**src/rtl/sscPkg.sv**
```systemverilog
package sscPkg;

  localparam int SAMPLE_W = 14;                  // adc sample
  localparam int CH_W     = 2;
  localparam int WORD_W   = 16;                  // channel tag above sample
  localparam int ADDR_W   = 12;
  localparam int DATA_W   = 32;

  // upper nibble of the bus address
  localparam logic [3:0] SDI_SPACE       = 4'h1;
  localparam logic [3:0] VIDSWITCH_SPACE = 4'h2;
  localparam logic [3:0] SSC_SPACE       = 4'h3;
  localparam logic [3:0] DECODER_SPACE   = 4'h4;

  localparam logic [7:0] REG_BAUD_DIV   = 8'h00; // clocks per bit
  localparam logic [7:0] REG_CONTROL    = 8'h01;
  localparam logic [7:0] REG_FRAME_WAIT = 8'h02; // bit periods between frames
  localparam logic [7:0] REG_CH         = 8'h03;

  localparam int CTL_EN      = 0;
  localparam int CTL_INV     = 1;
  localparam int CTL_NFFT_LO = 2;
  localparam int CTL_NFFT_W  = 5;

  localparam logic [CTL_NFFT_W-1:0] NFFT_MIN = 5'd2;
  localparam logic [CTL_NFFT_W-1:0] NFFT_MAX = 5'd8;

  localparam int BUF_DEPTH = 256;
  localparam int BUF_AW    = 8;

  typedef enum logic [1:0] {
    SEQ_IDLE,
    SEQ_CAPTURE,
    SEQ_SEND,
    SEQ_WAIT
  } seqState_t;

endpackage

```
**src/rtl/sscCapture.sv**
```systemverilog
`timescale 1ns/1ps

module sscCapture (
  input  logic                          clk,
  input  logic                          rstN,
  input  logic [sscPkg::SAMPLE_W-1:0]   atod,
  input  logic                          captureEn,
  input  logic                          spectInv,
  input  logic [sscPkg::CTL_NFFT_W-1:0] nfft,
  input  logic [15:0]                   frameWait,
  input  logic                          bitTick,
  input  logic                          sendDone,
  output logic                          wrEn,
  output logic [sscPkg::BUF_AW-1:0]     wrAddr,
  output logic [sscPkg::SAMPLE_W-1:0]   wrData,
  output logic                          sendStart,
  output logic [sscPkg::BUF_AW:0]       frameLen
);

  sscPkg::seqState_t               state;
  logic [sscPkg::BUF_AW-1:0]       sampleCnt;
  logic                            invLat;
  logic [15:0]                     waitCnt;
  logic [sscPkg::CTL_NFFT_W-1:0]   nfftC;
  logic [sscPkg::BUF_AW:0]         lenNext;
  logic                            lastSample;
  logic                            waitDone;
  logic                            startFrame;
  logic [sscPkg::SAMPLE_W-1:0]     negSample;

  always_comb begin
    if (nfft < sscPkg::NFFT_MIN)
      nfftC = sscPkg::NFFT_MIN;
    else if (nfft > sscPkg::NFFT_MAX)
      nfftC = sscPkg::NFFT_MAX;
    else
      nfftC = nfft;
  end

  assign lenNext    = {{sscPkg::BUF_AW{1'b0}}, 1'b1} << nfftC;
  assign lastSample = (sampleCnt + 1'b1) == frameLen[sscPkg::BUF_AW-1:0]; // wraps at 256
  assign waitDone   = (state == sscPkg::SEQ_WAIT) && (waitCnt >= frameWait);
  assign startFrame = captureEn && ((state == sscPkg::SEQ_IDLE) || waitDone);

  // most negative sample saturates to most positive
  assign negSample = (atod == {1'b1, {(sscPkg::SAMPLE_W-1){1'b0}}}) ?
                     {1'b0, {(sscPkg::SAMPLE_W-1){1'b1}}} : -atod;

  assign wrEn   = (state == sscPkg::SEQ_CAPTURE);
  assign wrAddr = sampleCnt;
  assign wrData = (invLat && sampleCnt[0]) ? negSample : atod;

  always_ff @(posedge clk) begin
    if (!rstN) begin
      state     <= sscPkg::SEQ_IDLE;
      sampleCnt <= '0;
      invLat    <= 1'b0;
      frameLen  <= '0;
      waitCnt   <= '0;
      sendStart <= 1'b0;
    end else begin
      sendStart <= 1'b0;
      if (startFrame) begin
        state     <= sscPkg::SEQ_CAPTURE;
        sampleCnt <= '0;
        invLat    <= spectInv;                       // held for the whole frame
        frameLen  <= lenNext;
      end else begin
        case (state)
          sscPkg::SEQ_CAPTURE: begin
            sampleCnt <= sampleCnt + 1'b1;
            if (lastSample) begin
              state     <= sscPkg::SEQ_SEND;
              sendStart <= 1'b1;
            end
          end
          sscPkg::SEQ_SEND: begin
            if (sendDone) begin
              state   <= sscPkg::SEQ_WAIT;
              waitCnt <= '0;
            end
          end
          sscPkg::SEQ_WAIT: begin
            if (waitDone)
              state <= sscPkg::SEQ_IDLE;               // enable dropped
            else if (bitTick)
              waitCnt <= waitCnt + 1'b1;
          end
          default: state <= sscPkg::SEQ_IDLE;
        endcase
      end
    end
  end

endmodule

```
**src/rtl/sscRegs.sv**
```systemverilog
`timescale 1ns/1ps

module sscRegs (
  input  logic                          clk,
  input  logic                          rstN,
  input  logic                          cs,
  input  logic                          wr0,
  input  logic                          wr1,
  input  logic                          wr2,
  input  logic                          wr3,
  input  logic [sscPkg::ADDR_W-1:0]     addr,
  input  logic [sscPkg::DATA_W-1:0]     dataIn,
  output logic [sscPkg::DATA_W-1:0]     dataOut,
  output logic [15:0]                   baudDiv,
  output logic                          captureEn,
  output logic                          spectInv,
  output logic [sscPkg::CTL_NFFT_W-1:0] nfft,
  output logic [15:0]                   frameWait,
  output logic [sscPkg::CH_W-1:0]       channel
);

  logic [sscPkg::DATA_W-1:0] baudReg;
  logic [sscPkg::DATA_W-1:0] ctlReg;
  logic [sscPkg::DATA_W-1:0] waitReg;
  logic [sscPkg::DATA_W-1:0] chReg;
  logic [3:0]                wrStrb;
  logic                      inSpace;
  logic [7:0]                offset;

  assign wrStrb  = {wr3, wr2, wr1, wr0};
  assign inSpace = cs && (addr[sscPkg::ADDR_W-1 -: 4] == sscPkg::SSC_SPACE);
  assign offset  = addr[7:0];

  always_ff @(posedge clk) begin
    if (!rstN) begin
      baudReg <= '0;
      ctlReg  <= '0;
      waitReg <= '0;
      chReg   <= '0;
    end else if (inSpace) begin
      for (int i = 0; i < 4; i++) begin
        if (wrStrb[i]) begin
          case (offset)
            sscPkg::REG_BAUD_DIV:   baudReg[8*i +: 8] <= dataIn[8*i +: 8];
            sscPkg::REG_CONTROL:    ctlReg[8*i +: 8]  <= dataIn[8*i +: 8];
            sscPkg::REG_FRAME_WAIT: waitReg[8*i +: 8] <= dataIn[8*i +: 8];
            sscPkg::REG_CH:         chReg[8*i +: 8]   <= dataIn[8*i +: 8];
            default: ;                                // unknown offset
          endcase
        end
      end
    end
  end

  always_comb begin
    dataOut = '0;
    if (inSpace) begin
      case (offset)
        sscPkg::REG_BAUD_DIV:   dataOut = baudReg;
        sscPkg::REG_CONTROL:    dataOut = ctlReg;
        sscPkg::REG_FRAME_WAIT: dataOut = waitReg;
        sscPkg::REG_CH:         dataOut = chReg;
        default:                dataOut = '0;
      endcase
    end
  end

  assign baudDiv   = baudReg[15:0];
  assign captureEn = ctlReg[sscPkg::CTL_EN];
  assign spectInv  = ctlReg[sscPkg::CTL_INV];
  assign nfft      = ctlReg[sscPkg::CTL_NFFT_LO +: sscPkg::CTL_NFFT_W];
  assign frameWait = waitReg[15:0];
  assign channel   = chReg[sscPkg::CH_W-1:0];

endmodule

```
**src/rtl/sscSampleRam.sv**
```systemverilog
`timescale 1ns/1ps

module sscSampleRam (
  input  logic                        clk,
  input  logic                        wrEn,
  input  logic [sscPkg::BUF_AW-1:0]   wrAddr,
  input  logic [sscPkg::SAMPLE_W-1:0] wrData,
  input  logic [sscPkg::BUF_AW-1:0]   rdAddr,
  output logic [sscPkg::SAMPLE_W-1:0] rdData
);

  logic [sscPkg::SAMPLE_W-1:0] mem [0:sscPkg::BUF_DEPTH-1];

  always_ff @(posedge clk) begin
    if (wrEn)
      mem[wrAddr] <= wrData;
  end

  always_ff @(posedge clk) begin
    rdData <= mem[rdAddr];                           // one cycle latency
  end

endmodule

```
**src/rtl/sscSerialTx.sv**
```systemverilog
`timescale 1ns/1ps

module sscSerialTx (
  input  logic                        clk,
  input  logic                        rstN,
  input  logic [15:0]                 baudDiv,
  input  logic [sscPkg::CH_W-1:0]     channel,
  input  logic                        sendStart,
  input  logic [sscPkg::BUF_AW:0]     frameLen,
  output logic [sscPkg::BUF_AW-1:0]   rdAddr,
  input  logic [sscPkg::SAMPLE_W-1:0] rdData,
  output logic                        bitTick,
  output logic                        sendDone,
  output logic                        sdo,
  output logic                        busy
);

  typedef enum logic [1:0] {
    TX_IDLE,
    TX_ARM,
    TX_SHIFT
  } txState_t;

  txState_t                     txState;
  logic [15:0]                  divLat;
  logic [15:0]                  divClamp;
  logic [15:0]                  baudCnt;
  logic [sscPkg::CH_W-1:0]      chLat;
  logic [sscPkg::BUF_AW:0]      lenLat;
  logic [sscPkg::BUF_AW:0]      wordCnt;
  logic [4:0]                   bitCnt;
  logic [sscPkg::WORD_W+1:0]    shiftReg;
  logic [sscPkg::WORD_W+1:0]    nextFrame;
  logic                         accept;
  logic                         lastBit;
  logic                         wordLast;
  logic                         loadWord;
  logic                         shiftBit;

  assign divClamp  = (baudDiv < 16'd2) ? 16'd2 : baudDiv;
  assign bitTick   = (baudCnt == divLat - 16'd1);
  assign accept    = (txState == TX_IDLE) && sendStart;
  assign nextFrame = {1'b1, chLat, rdData, 1'b0};    // stop, tag, sample, start
  assign lastBit   = (bitCnt == sscPkg::WORD_W + 1);
  assign wordLast  = (wordCnt + 1'b1) == lenLat;
  assign loadWord  = bitTick && ((txState == TX_ARM) ||
                                 (txState == TX_SHIFT && lastBit && !wordLast));
  assign shiftBit  = bitTick && (txState == TX_SHIFT) && !lastBit;

  assign busy = (txState == TX_SHIFT);
  assign sdo  = busy ? shiftReg[0] : 1'b1;

  // free running, realigned on each frame
  always_ff @(posedge clk) begin
    if (!rstN) begin
      baudCnt <= '0;
      divLat  <= 16'd2;
    end else begin
      if (accept)
        divLat <= divClamp;
      if (sendStart || bitTick)
        baudCnt <= '0;
      else
        baudCnt <= baudCnt + 1'b1;
    end
  end

  always_ff @(posedge clk) begin
    if (accept) begin
      chLat  <= channel;
      lenLat <= frameLen;
    end
    if (loadWord)
      shiftReg <= nextFrame;
    else if (shiftBit)
      shiftReg <= shiftReg >> 1;                     // lsb first
  end

  always_ff @(posedge clk) begin
    if (!rstN) begin
      txState  <= TX_IDLE;
      rdAddr   <= '0;
      wordCnt  <= '0;
      bitCnt   <= '0;
      sendDone <= 1'b0;
    end else begin
      sendDone <= 1'b0;
      if (accept) begin
        txState <= TX_ARM;
        rdAddr  <= '0;
        wordCnt <= '0;
      end
      if (loadWord) begin
        txState <= TX_SHIFT;
        rdAddr  <= rdAddr + 1'b1;                    // prefetch next word
        bitCnt  <= '0;
        if (txState == TX_SHIFT)
          wordCnt <= wordCnt + 1'b1;
      end else if (shiftBit) begin
        bitCnt <= bitCnt + 1'b1;
      end else if (bitTick && busy && lastBit) begin
        txState  <= TX_IDLE;                         // end of last stop bit
        sendDone <= 1'b1;
      end
    end
  end

endmodule

```
**src/rtl/sscTop.sv**
```systemverilog
`timescale 1ns/1ps

module sscTop (
  input  logic                        clk,
  input  logic                        rstN,
  input  logic [sscPkg::SAMPLE_W-1:0] atod,
  input  logic                        cs,
  input  logic                        wr0,
  input  logic                        wr1,
  input  logic                        wr2,
  input  logic                        wr3,
  input  logic [sscPkg::ADDR_W-1:0]   addr,
  input  logic [sscPkg::DATA_W-1:0]   dataIn,
  output logic [sscPkg::DATA_W-1:0]   dataOut,
  output logic                        sdo,
  output logic                        busy
);

  logic [15:0]                   baudDiv;
  logic                          captureEn;
  logic                          spectInv;
  logic [sscPkg::CTL_NFFT_W-1:0] nfft;
  logic [15:0]                   frameWait;
  logic [sscPkg::CH_W-1:0]       channel;
  logic                          wrEn;
  logic [sscPkg::BUF_AW-1:0]     wrAddr;
  logic [sscPkg::SAMPLE_W-1:0]   wrData;
  logic [sscPkg::BUF_AW-1:0]     rdAddr;
  logic [sscPkg::SAMPLE_W-1:0]   rdData;
  logic                          sendStart;
  logic [sscPkg::BUF_AW:0]       frameLen;
  logic                          sendDone;
  logic                          bitTick;

  sscRegs uRegs (
    .clk(clk), .rstN(rstN),
    .cs(cs), .wr0(wr0), .wr1(wr1), .wr2(wr2), .wr3(wr3),
    .addr(addr), .dataIn(dataIn), .dataOut(dataOut),
    .baudDiv(baudDiv), .captureEn(captureEn), .spectInv(spectInv),
    .nfft(nfft), .frameWait(frameWait), .channel(channel)
  );

  sscCapture uCapture (
    .clk(clk), .rstN(rstN), .atod(atod),
    .captureEn(captureEn), .spectInv(spectInv), .nfft(nfft), .frameWait(frameWait),
    .bitTick(bitTick), .sendDone(sendDone),
    .wrEn(wrEn), .wrAddr(wrAddr), .wrData(wrData),
    .sendStart(sendStart), .frameLen(frameLen)
  );

  sscSampleRam uRam (
    .clk(clk), .wrEn(wrEn), .wrAddr(wrAddr), .wrData(wrData),
    .rdAddr(rdAddr), .rdData(rdData)
  );

  sscSerialTx uTx (
    .clk(clk), .rstN(rstN), .baudDiv(baudDiv), .channel(channel),
    .sendStart(sendStart), .frameLen(frameLen),
    .rdAddr(rdAddr), .rdData(rdData),
    .bitTick(bitTick), .sendDone(sendDone), .sdo(sdo), .busy(busy)
  );

endmodule

```
**config.mk**
```make
export PLATFORM = sky130hd
export DESIGN_NAME = sscTop
export DESIGN_NICKNAME = d
export VERILOG_FILES = /design/src/rtl/sscPkg.sv /design/src/rtl/sscCapture.sv /design/src/rtl/sscRegs.sv /design/src/rtl/sscSampleRam.sv /design/src/rtl/sscSerialTx.sv /design/src/rtl/sscTop.sv
export SDC_FILE = /design/constraint.sdc
export NUM_CORES = 2
export LEC_CHECK = 0
export ABC_AREA = 1
export BUFFER_PORTS_ARGS = -buffer_cell sky130_fd_sc_hd__buf_4
export CORE_AREA = 8 8 597 599
export DETAILED_ROUTE_END_ITERATION = 6
export DIE_AREA = 0 0 605 607
export GPL_TIMING_DRIVEN = 0
export HOLD_SLACK_MARGIN = 0.05
export REMOVE_ABC_BUFFERS = 1
export SLEW_MARGIN = 20
export SYNTH_ARGS = -nofsm -noshare
export SYNTH_HDL_FRONTEND = slang
export SYNTH_SLANG_ARGS = --single-unit
```
**constraint.sdc**
```tcl
create_clock -name clk -period 18.22 [get_ports clk]
set_input_delay 1.822 -clock clk [delete_from_list [all_inputs] [get_ports clk]]
set_output_delay 1.822 -clock clk [all_outputs]
set_load 0.02 [all_outputs]
```
* Yosys cells after proc, flatten, opt, wreduce, memory -nomap -nowiden
Memories as Yosys holds them, arrays and structs flattened. A register that Yosys moved wholly into a read port is not among the register bits.
Index checks and enable logic that the tools add are counted.
** Cells by class
- Add/subtract/negate cells :: 8
- Order comparisons :: 4
- Equal/unequal tests :: 22
- Shifts and indexed selects :: 1
- Multiplexer cells :: 32
- Bitwise logic cells :: 3
- Reductions and logical operators :: 46
** Operators with widths (count)
- case mux 32 bit (4 select lines) :: 1
- two-way mux 16 bit :: 4
- AND reduction 3 bit :: 18
- two-way mux 17 bit :: 2
- adder 16 x 1 -> 16 bit, second input constant :: 2
- two-way mux 32 bit :: 1
- case mux 16 bit (2 select lines) :: 1
- two-way mux 14 bit :: 2
- two-way mux 9 bit :: 3
- adder 8 x 1 -> 8 bit, second input constant :: 2
- equality test 16 bit :: 1
- equality test 8 x 2 -> 1 bit, second input constant :: 2
- greater-or-equal comparator 16 bit :: 1
- less-than comparator 16 x 2 -> 1 bit, second input constant :: 1
- two-way mux 8 bit :: 2
- subtractor 16 x 1 -> 16 bit, second input constant :: 1
- equality test 14 bit, second input constant :: 1
- two-way mux 2 bit :: 7
- negation 14 bit :: 1
- logical AND 1 bit :: 11
- two-way mux 5 bit :: 2
- adder 9 x 1 -> 9 bit, second input constant :: 1
- equality test 9 bit :: 1
- left shift 1 x 5 -> 9 bit, first input constant :: 1
- 24 further kinds :: 47
** Storage, ports and cells
- Bits in registers :: 251
- Bits in writable memories :: 3584
- Memories :: 1
** Memories
- uRam.mem :: depth 256, width 14, rd ports 1, clocked after memory_dff 1, wr ports 1, RTL line sscSampleRam.sv:12 : logic [sscPkg::SAMPLE_W-1:0] mem [0:sscPkg::BUF_DEPTH-1];

* Logic depth before layout (Yosys ltp)
- Word-level depth :: 7
- Gate-level depth with buffers :: 18
- Mapped depth without buffers :: 18

* Cells and area by module
Synthesis repeated with hierarchy kept, for this count alone.
** Unflattened totals
- Cell total of the unflattened synthesis :: 14234
- Area total of the unflattened synthesis :: 159685.7 µm²
** By module, submodules not included
- sscSampleRam :: times used 1, cells an instance 11962, area an instance 144508.6 µm²
- sscRegs :: times used 1, cells an instance 1073, area an instance 6922.9 µm²
- sscSerialTx :: times used 1, cells an instance 716, area an instance 5221.3 µm²
- sscCapture :: times used 1, cells an instance 483, area an instance 3032.9 µm²

* Least setup slack after synthesis
OpenSTA, ideal clock, no wires.
- Path type :: input to register
- From :: input port atod[1] (netlist bit)
- To :: memory uRam.mem[0][13] (netlist bit), data pin
- Data arrival time :: 12429 ps
- Path slack :: 3692 ps
- Stages on the path :: 8
- Buffers on the path :: 0
- Cell sequence :: nor3_1 > nand2_1 > nor3_1 > inv_1 > nor3_1 > nand3b_1 > and3_1 > nor3_1
** Between the ends
- Cells in the longest elaborated chain, start to end :: 3
- Elaborated cells between the ends (all ways) :: 4
- Those cells by class :: add/sub: 1; eq/ne: 1; mux: 2
** Ends and longest elaborated chain
- start: declaration :: RTL line sscTop.sv:6 : input logic [sscPkg::SAMPLE_W-1:0] atod,
- negation 14 bit / equality test 14 bit (equally long branches) :: RTL line sscCapture.sv:47, sscCapture.sv:46
- two-way mux 14 bit (*) :: RTL line sscCapture.sv:46 : assign negSample = (atod == {1'b1, {(sscPkg::SAMPLE_W-1){1'b0}}}) ?
- two-way mux 14 bit (*) :: RTL line sscCapture.sv:51 : assign wrData = (invLat && sampleCnt[0]) ? negSample : atod;
- named net uCapture.wrData, one bit :: RTL line sscCapture.sv:15 : output logic [sscPkg::SAMPLE_W-1:0] wrData,
- end: declaration :: RTL line sscSampleRam.sv:12
The timed path passes the listed nets; every way through them passes the cells marked *.

* Worst setup path in the final report
- From :: input port addr[5] (netlist bit)
- To :: output port dataOut[9] (netlist bit)
** Between the ends
- Cells in the longest elaborated chain, start to end :: 3
- Elaborated cells between the ends (all ways) :: 6
- Those cells by class :: eq/ne: 3; mux: 2; reduce/logical: 1
** Ends and longest elaborated chain
- start: declaration :: RTL line sscTop.sv:12 : input logic [sscPkg::ADDR_W-1:0] addr,
- equality test 8 x 2 -> 1 bit (tied with other cells) :: RTL line sscRegs.sv:58 : case (offset)
- case mux 32 bit (4 select lines) (*) :: RTL line sscRegs.sv:58
- two-way mux 32 bit (*) :: RTL line sscRegs.sv:57 : if (inSpace) begin
- end: declaration :: RTL line sscTop.sv:14 : output logic [sscPkg::DATA_W-1:0] dataOut,
Mark *: on every way between the ends. The rest lies on a longest branch, timed or not.

==> results.toml <==
[cts]
h-tree-depth = 5
cts_tree = "built"
ctsResizeCount = 0
cts_setup_buffers = 0
root_buffer = "clkbuf_16"
cts_made_buffers = 386
ctsHoldBuffers = 0
clk-insertion-delay-late_ps = 960
cts.path.max_buffers = 4
cts.sinks = 3849
clk_pin_slew_ps = 60

[run_status]
status = "finished, final reports clean"

[global_routing]
track_usage_pct = 23.20
antenna_found_initial = 5
grt_pass1_wl_mm = 650.5
grt_pass1_vias = 100930
overflow = 0
grt_max_degree = 157

[yosys]
syn_inst = 12937
synthTopCellsByCount = "3611 x edfxtp_1, 2410 x nor2_1, 1955 x o21ai_0"
syn_area_per_cell_sq_um = 11.99
syn_area_sq_um = 155100
synthArstFlopShare_pct = 0
synth_area_leader_cell = "edfxtp_1"
yosys_register_bits = 3849
synth_edf_count = 3611
yosysWarnings = 0
synth.top_cell.area_share_pct = 69.90
ys_seq_area_share_pct = 72.97
synth_flop_cell = "edfxtp_1"
ys_types = 49
yosys-top-cells-area = "edfxtp_1 70%, o21ai_0 6.3%, nor2_1 5.8%"
synth.most_common_cell = "edfxtp_1"

[power]
pwr-share-seq_pct = 53.4
p_switching_mw = 3.741
irDropWorstVdd_v = 0.00008831
leakagePower_nw = 59.16
internal_power_mw = 14.42
switching_share_pct = 20.60
finalPower_mw = 18.16
pwr-share-comb_pct = 2.6
power_per_cell_area_nw_per_um2 = 102.1
power_frac_clock_pct = 44.0

[timing]
rsz0062_at_grt = "no"
setup_viol = 0
hold_violations = 0
slew_headroom_pct = 12.86
max_freq_mhz = 145.5
skew_ps = 47.11
tightestPinTransition_ps = 1302
setup_ws_ps = 11350
timing.final.crit_period_ps = 6873
period_share_pct = 37.72
drv_slew = 0

[worst_setup_path]
crit_path_cell_trace = "buf_4 > nor4_2 > nand4_1 > inv_1 > nand2_1 > a41oi_1 > buf_4"
critPathKind = "in2out"
path_max_fanout = 23
cpMostUsedCell = "buf_4"
cp-end-kind = "output port"
cp_slowest_cell = "inv_1"
start_kind = "input pin"
worstPathRequired_ps = 16400
arrival_ps = 5050
cpPeakStageDelay_ps = 1050

[flow_run]
maxCapViolCount = 0

[detailed_routing]
ant_nets = 0
avgViaCountPerCell = 5.893
remaining_drc_errors = 0
routed_wl_mm = 442.6
first_iter_violations = 11886
wl_per_cell_microns = 24.88
vias = 104832
first_pass_iters = 6

[die]
start_util_pct = 44.67
io-pin-count = 99
die_area_sq_um = 367200
die_w_microns = 605
coreArea_sq_um = 347300
row_count = 217
fp.dieH_microns = 607

[layout]
areaGrowthSynthToFinish_pct = 14.64
drive_gt1_share_pct = 10.47
design_area_sq_um = 177800
layout.nets = 12974

[placed_design]
hpwlAfterDp_mm = 267.3
io_buffers = 98
gp_congestion = 0.8380
preCtsSetupSlack_ps = 11270
placed_cell_area_sq_um = 165100

[min_path]
hold_class = "reg2reg"
==> metal layers <==
| layer | part of all wire, % | up-vias | global-route usage [%] |
|---|---|---|---|
| li1 | - | 47010 | - |
| met1 | 40 | 52288 | 31.14 |
| met2 | 47 | 4676 | 37.79 |
| met3 | 8.0 | 858 | 3.636 |
| met4 | 4.4 | 0 | 9.681 |
| met5 | 0 | - | 0 |
==> kinds of logic after synthesis <==
| kind of cell | share of synthesized area [%] |
|---|---|
| fa+ha+maj | 0.2662 |
| simple gates | 12.89 |
| flops | 72.97 |
| compound gates | 10.69 |
| buf+inv | 2.953 |
| xor+xnor | 0.2258 |
==> power by group through the flow <==
stage                     Clock [mW]  Combinational (mW)  Sequential, mW
final                           7.99               0.476            9.69
after global routing            8.41               0.504            9.69
after CTS                       8.09               0.471            9.69
after detailed placement           0               0.470            9.88
after global placement             0               0.387            10.0
after floorplan                    0               0.195            9.93
==> cells in the final DEF (no fill, tap or decap), types with 6 or more instances in the layout <==
cell type	count
nand2_1	1321
o21ai_0	1954
nand2_4	23
buf_8	72
buf_6	60
nor2_1	2150
nand3b_1	15
nand3_4	9
inv_1	193
dfxtp_1	231
xnor2_1	9
clkinv_1	81
a221oi_1	13
nor2_2	274
nand3_1	956
a211oi_1	7
nand4_1	39
a41oi_1	19
inv_6	10
buf_16	121
nor4_1	8
clkinvlp_4	10
clkinv_2	66
clkbuf_1	68
xor2_1	31
inv_2	8
edfxtp_1	3611
nand2_2	9
o22ai_1	905
buf_12	44
bufinv_16	44
nor2_4	7
nor3_1	24
a21oi_1	121
dfxtp_4	6
ha_1	32
buf_4	150
or2_2	6
a21oi_2	17
clkbuf_16	398
==> area by class of cell <==
class	instances	area, sq um
antenna	3	7.507
clock buffer	473	10280
inverter	208	815.8
clock inverter	225	2369
fill	28860	169400
timing repair buffer	447	7094
tap	4599	5754
sequential	3849	113200
multi-input combinational	7984	38280
==> sequential cells by signal (all words and copies together), names as in the netlist <==
signal,flops
uTx.chLat,2
uTx.txState,2
uRegs.chReg,32
uRegs.waitReg,32
uTx.lenLat,9
uTx.wordCnt,9
uTx.bitCnt,5
uRegs.ctlReg,32
uTx.divLat,16
uCapture.state,2
uRegs.baudReg,32
uCapture.wrAddr,8
uRam.mem,3584
uCapture.sendStart,1
uCapture.frameLen,9
uRam.rdData,14
uTx.rdAddr,8
uTx.baudCnt,16
uTx.shiftReg,18
uTx.sendDone,1
uCapture.waitCnt,16
uCapture.invLat,1
==> per-stage QoR <==
step | TNS (ps) | utilization, % | hold slack [ps] | instances
after detailed placement | 0 | 47.56 | 418.0 | 17087
after CTS | 0 | 51.20 | 434.7 | 17785
after floorplan | -1949960 | - | 403.0 | 12041
after global placement | -8920090 | 45.44 | 420.4 | 16738
after global routing | 0 | 51.21 | 452.4 | 17786
final | 0 | 51.21 | 438.4 | 17788
==> worst max-delay path, delay by kind of cell <==
| family | cells | cell delay [ps] |
|---|---|---|
| buf+inv | 3 | 1400 |
| simple gates | 3 | 1360 |
| compound gates | 1 | 460 |
==> final timing paths <==
path         slack, ps            startpoint             end  cells after the start
max reg2reg      12790         uTx.rdAddr[1]  uRam.rdData[3]                     19
max              11350               addr[5]      dataOut[9]                      7
min reg2reg        440  uCapture.frameLen[8]   uTx.lenLat[8]                      0
min                440  uCapture.frameLen[8]   uTx.lenLat[8]                      0
(Power assumes the default switching activity.)
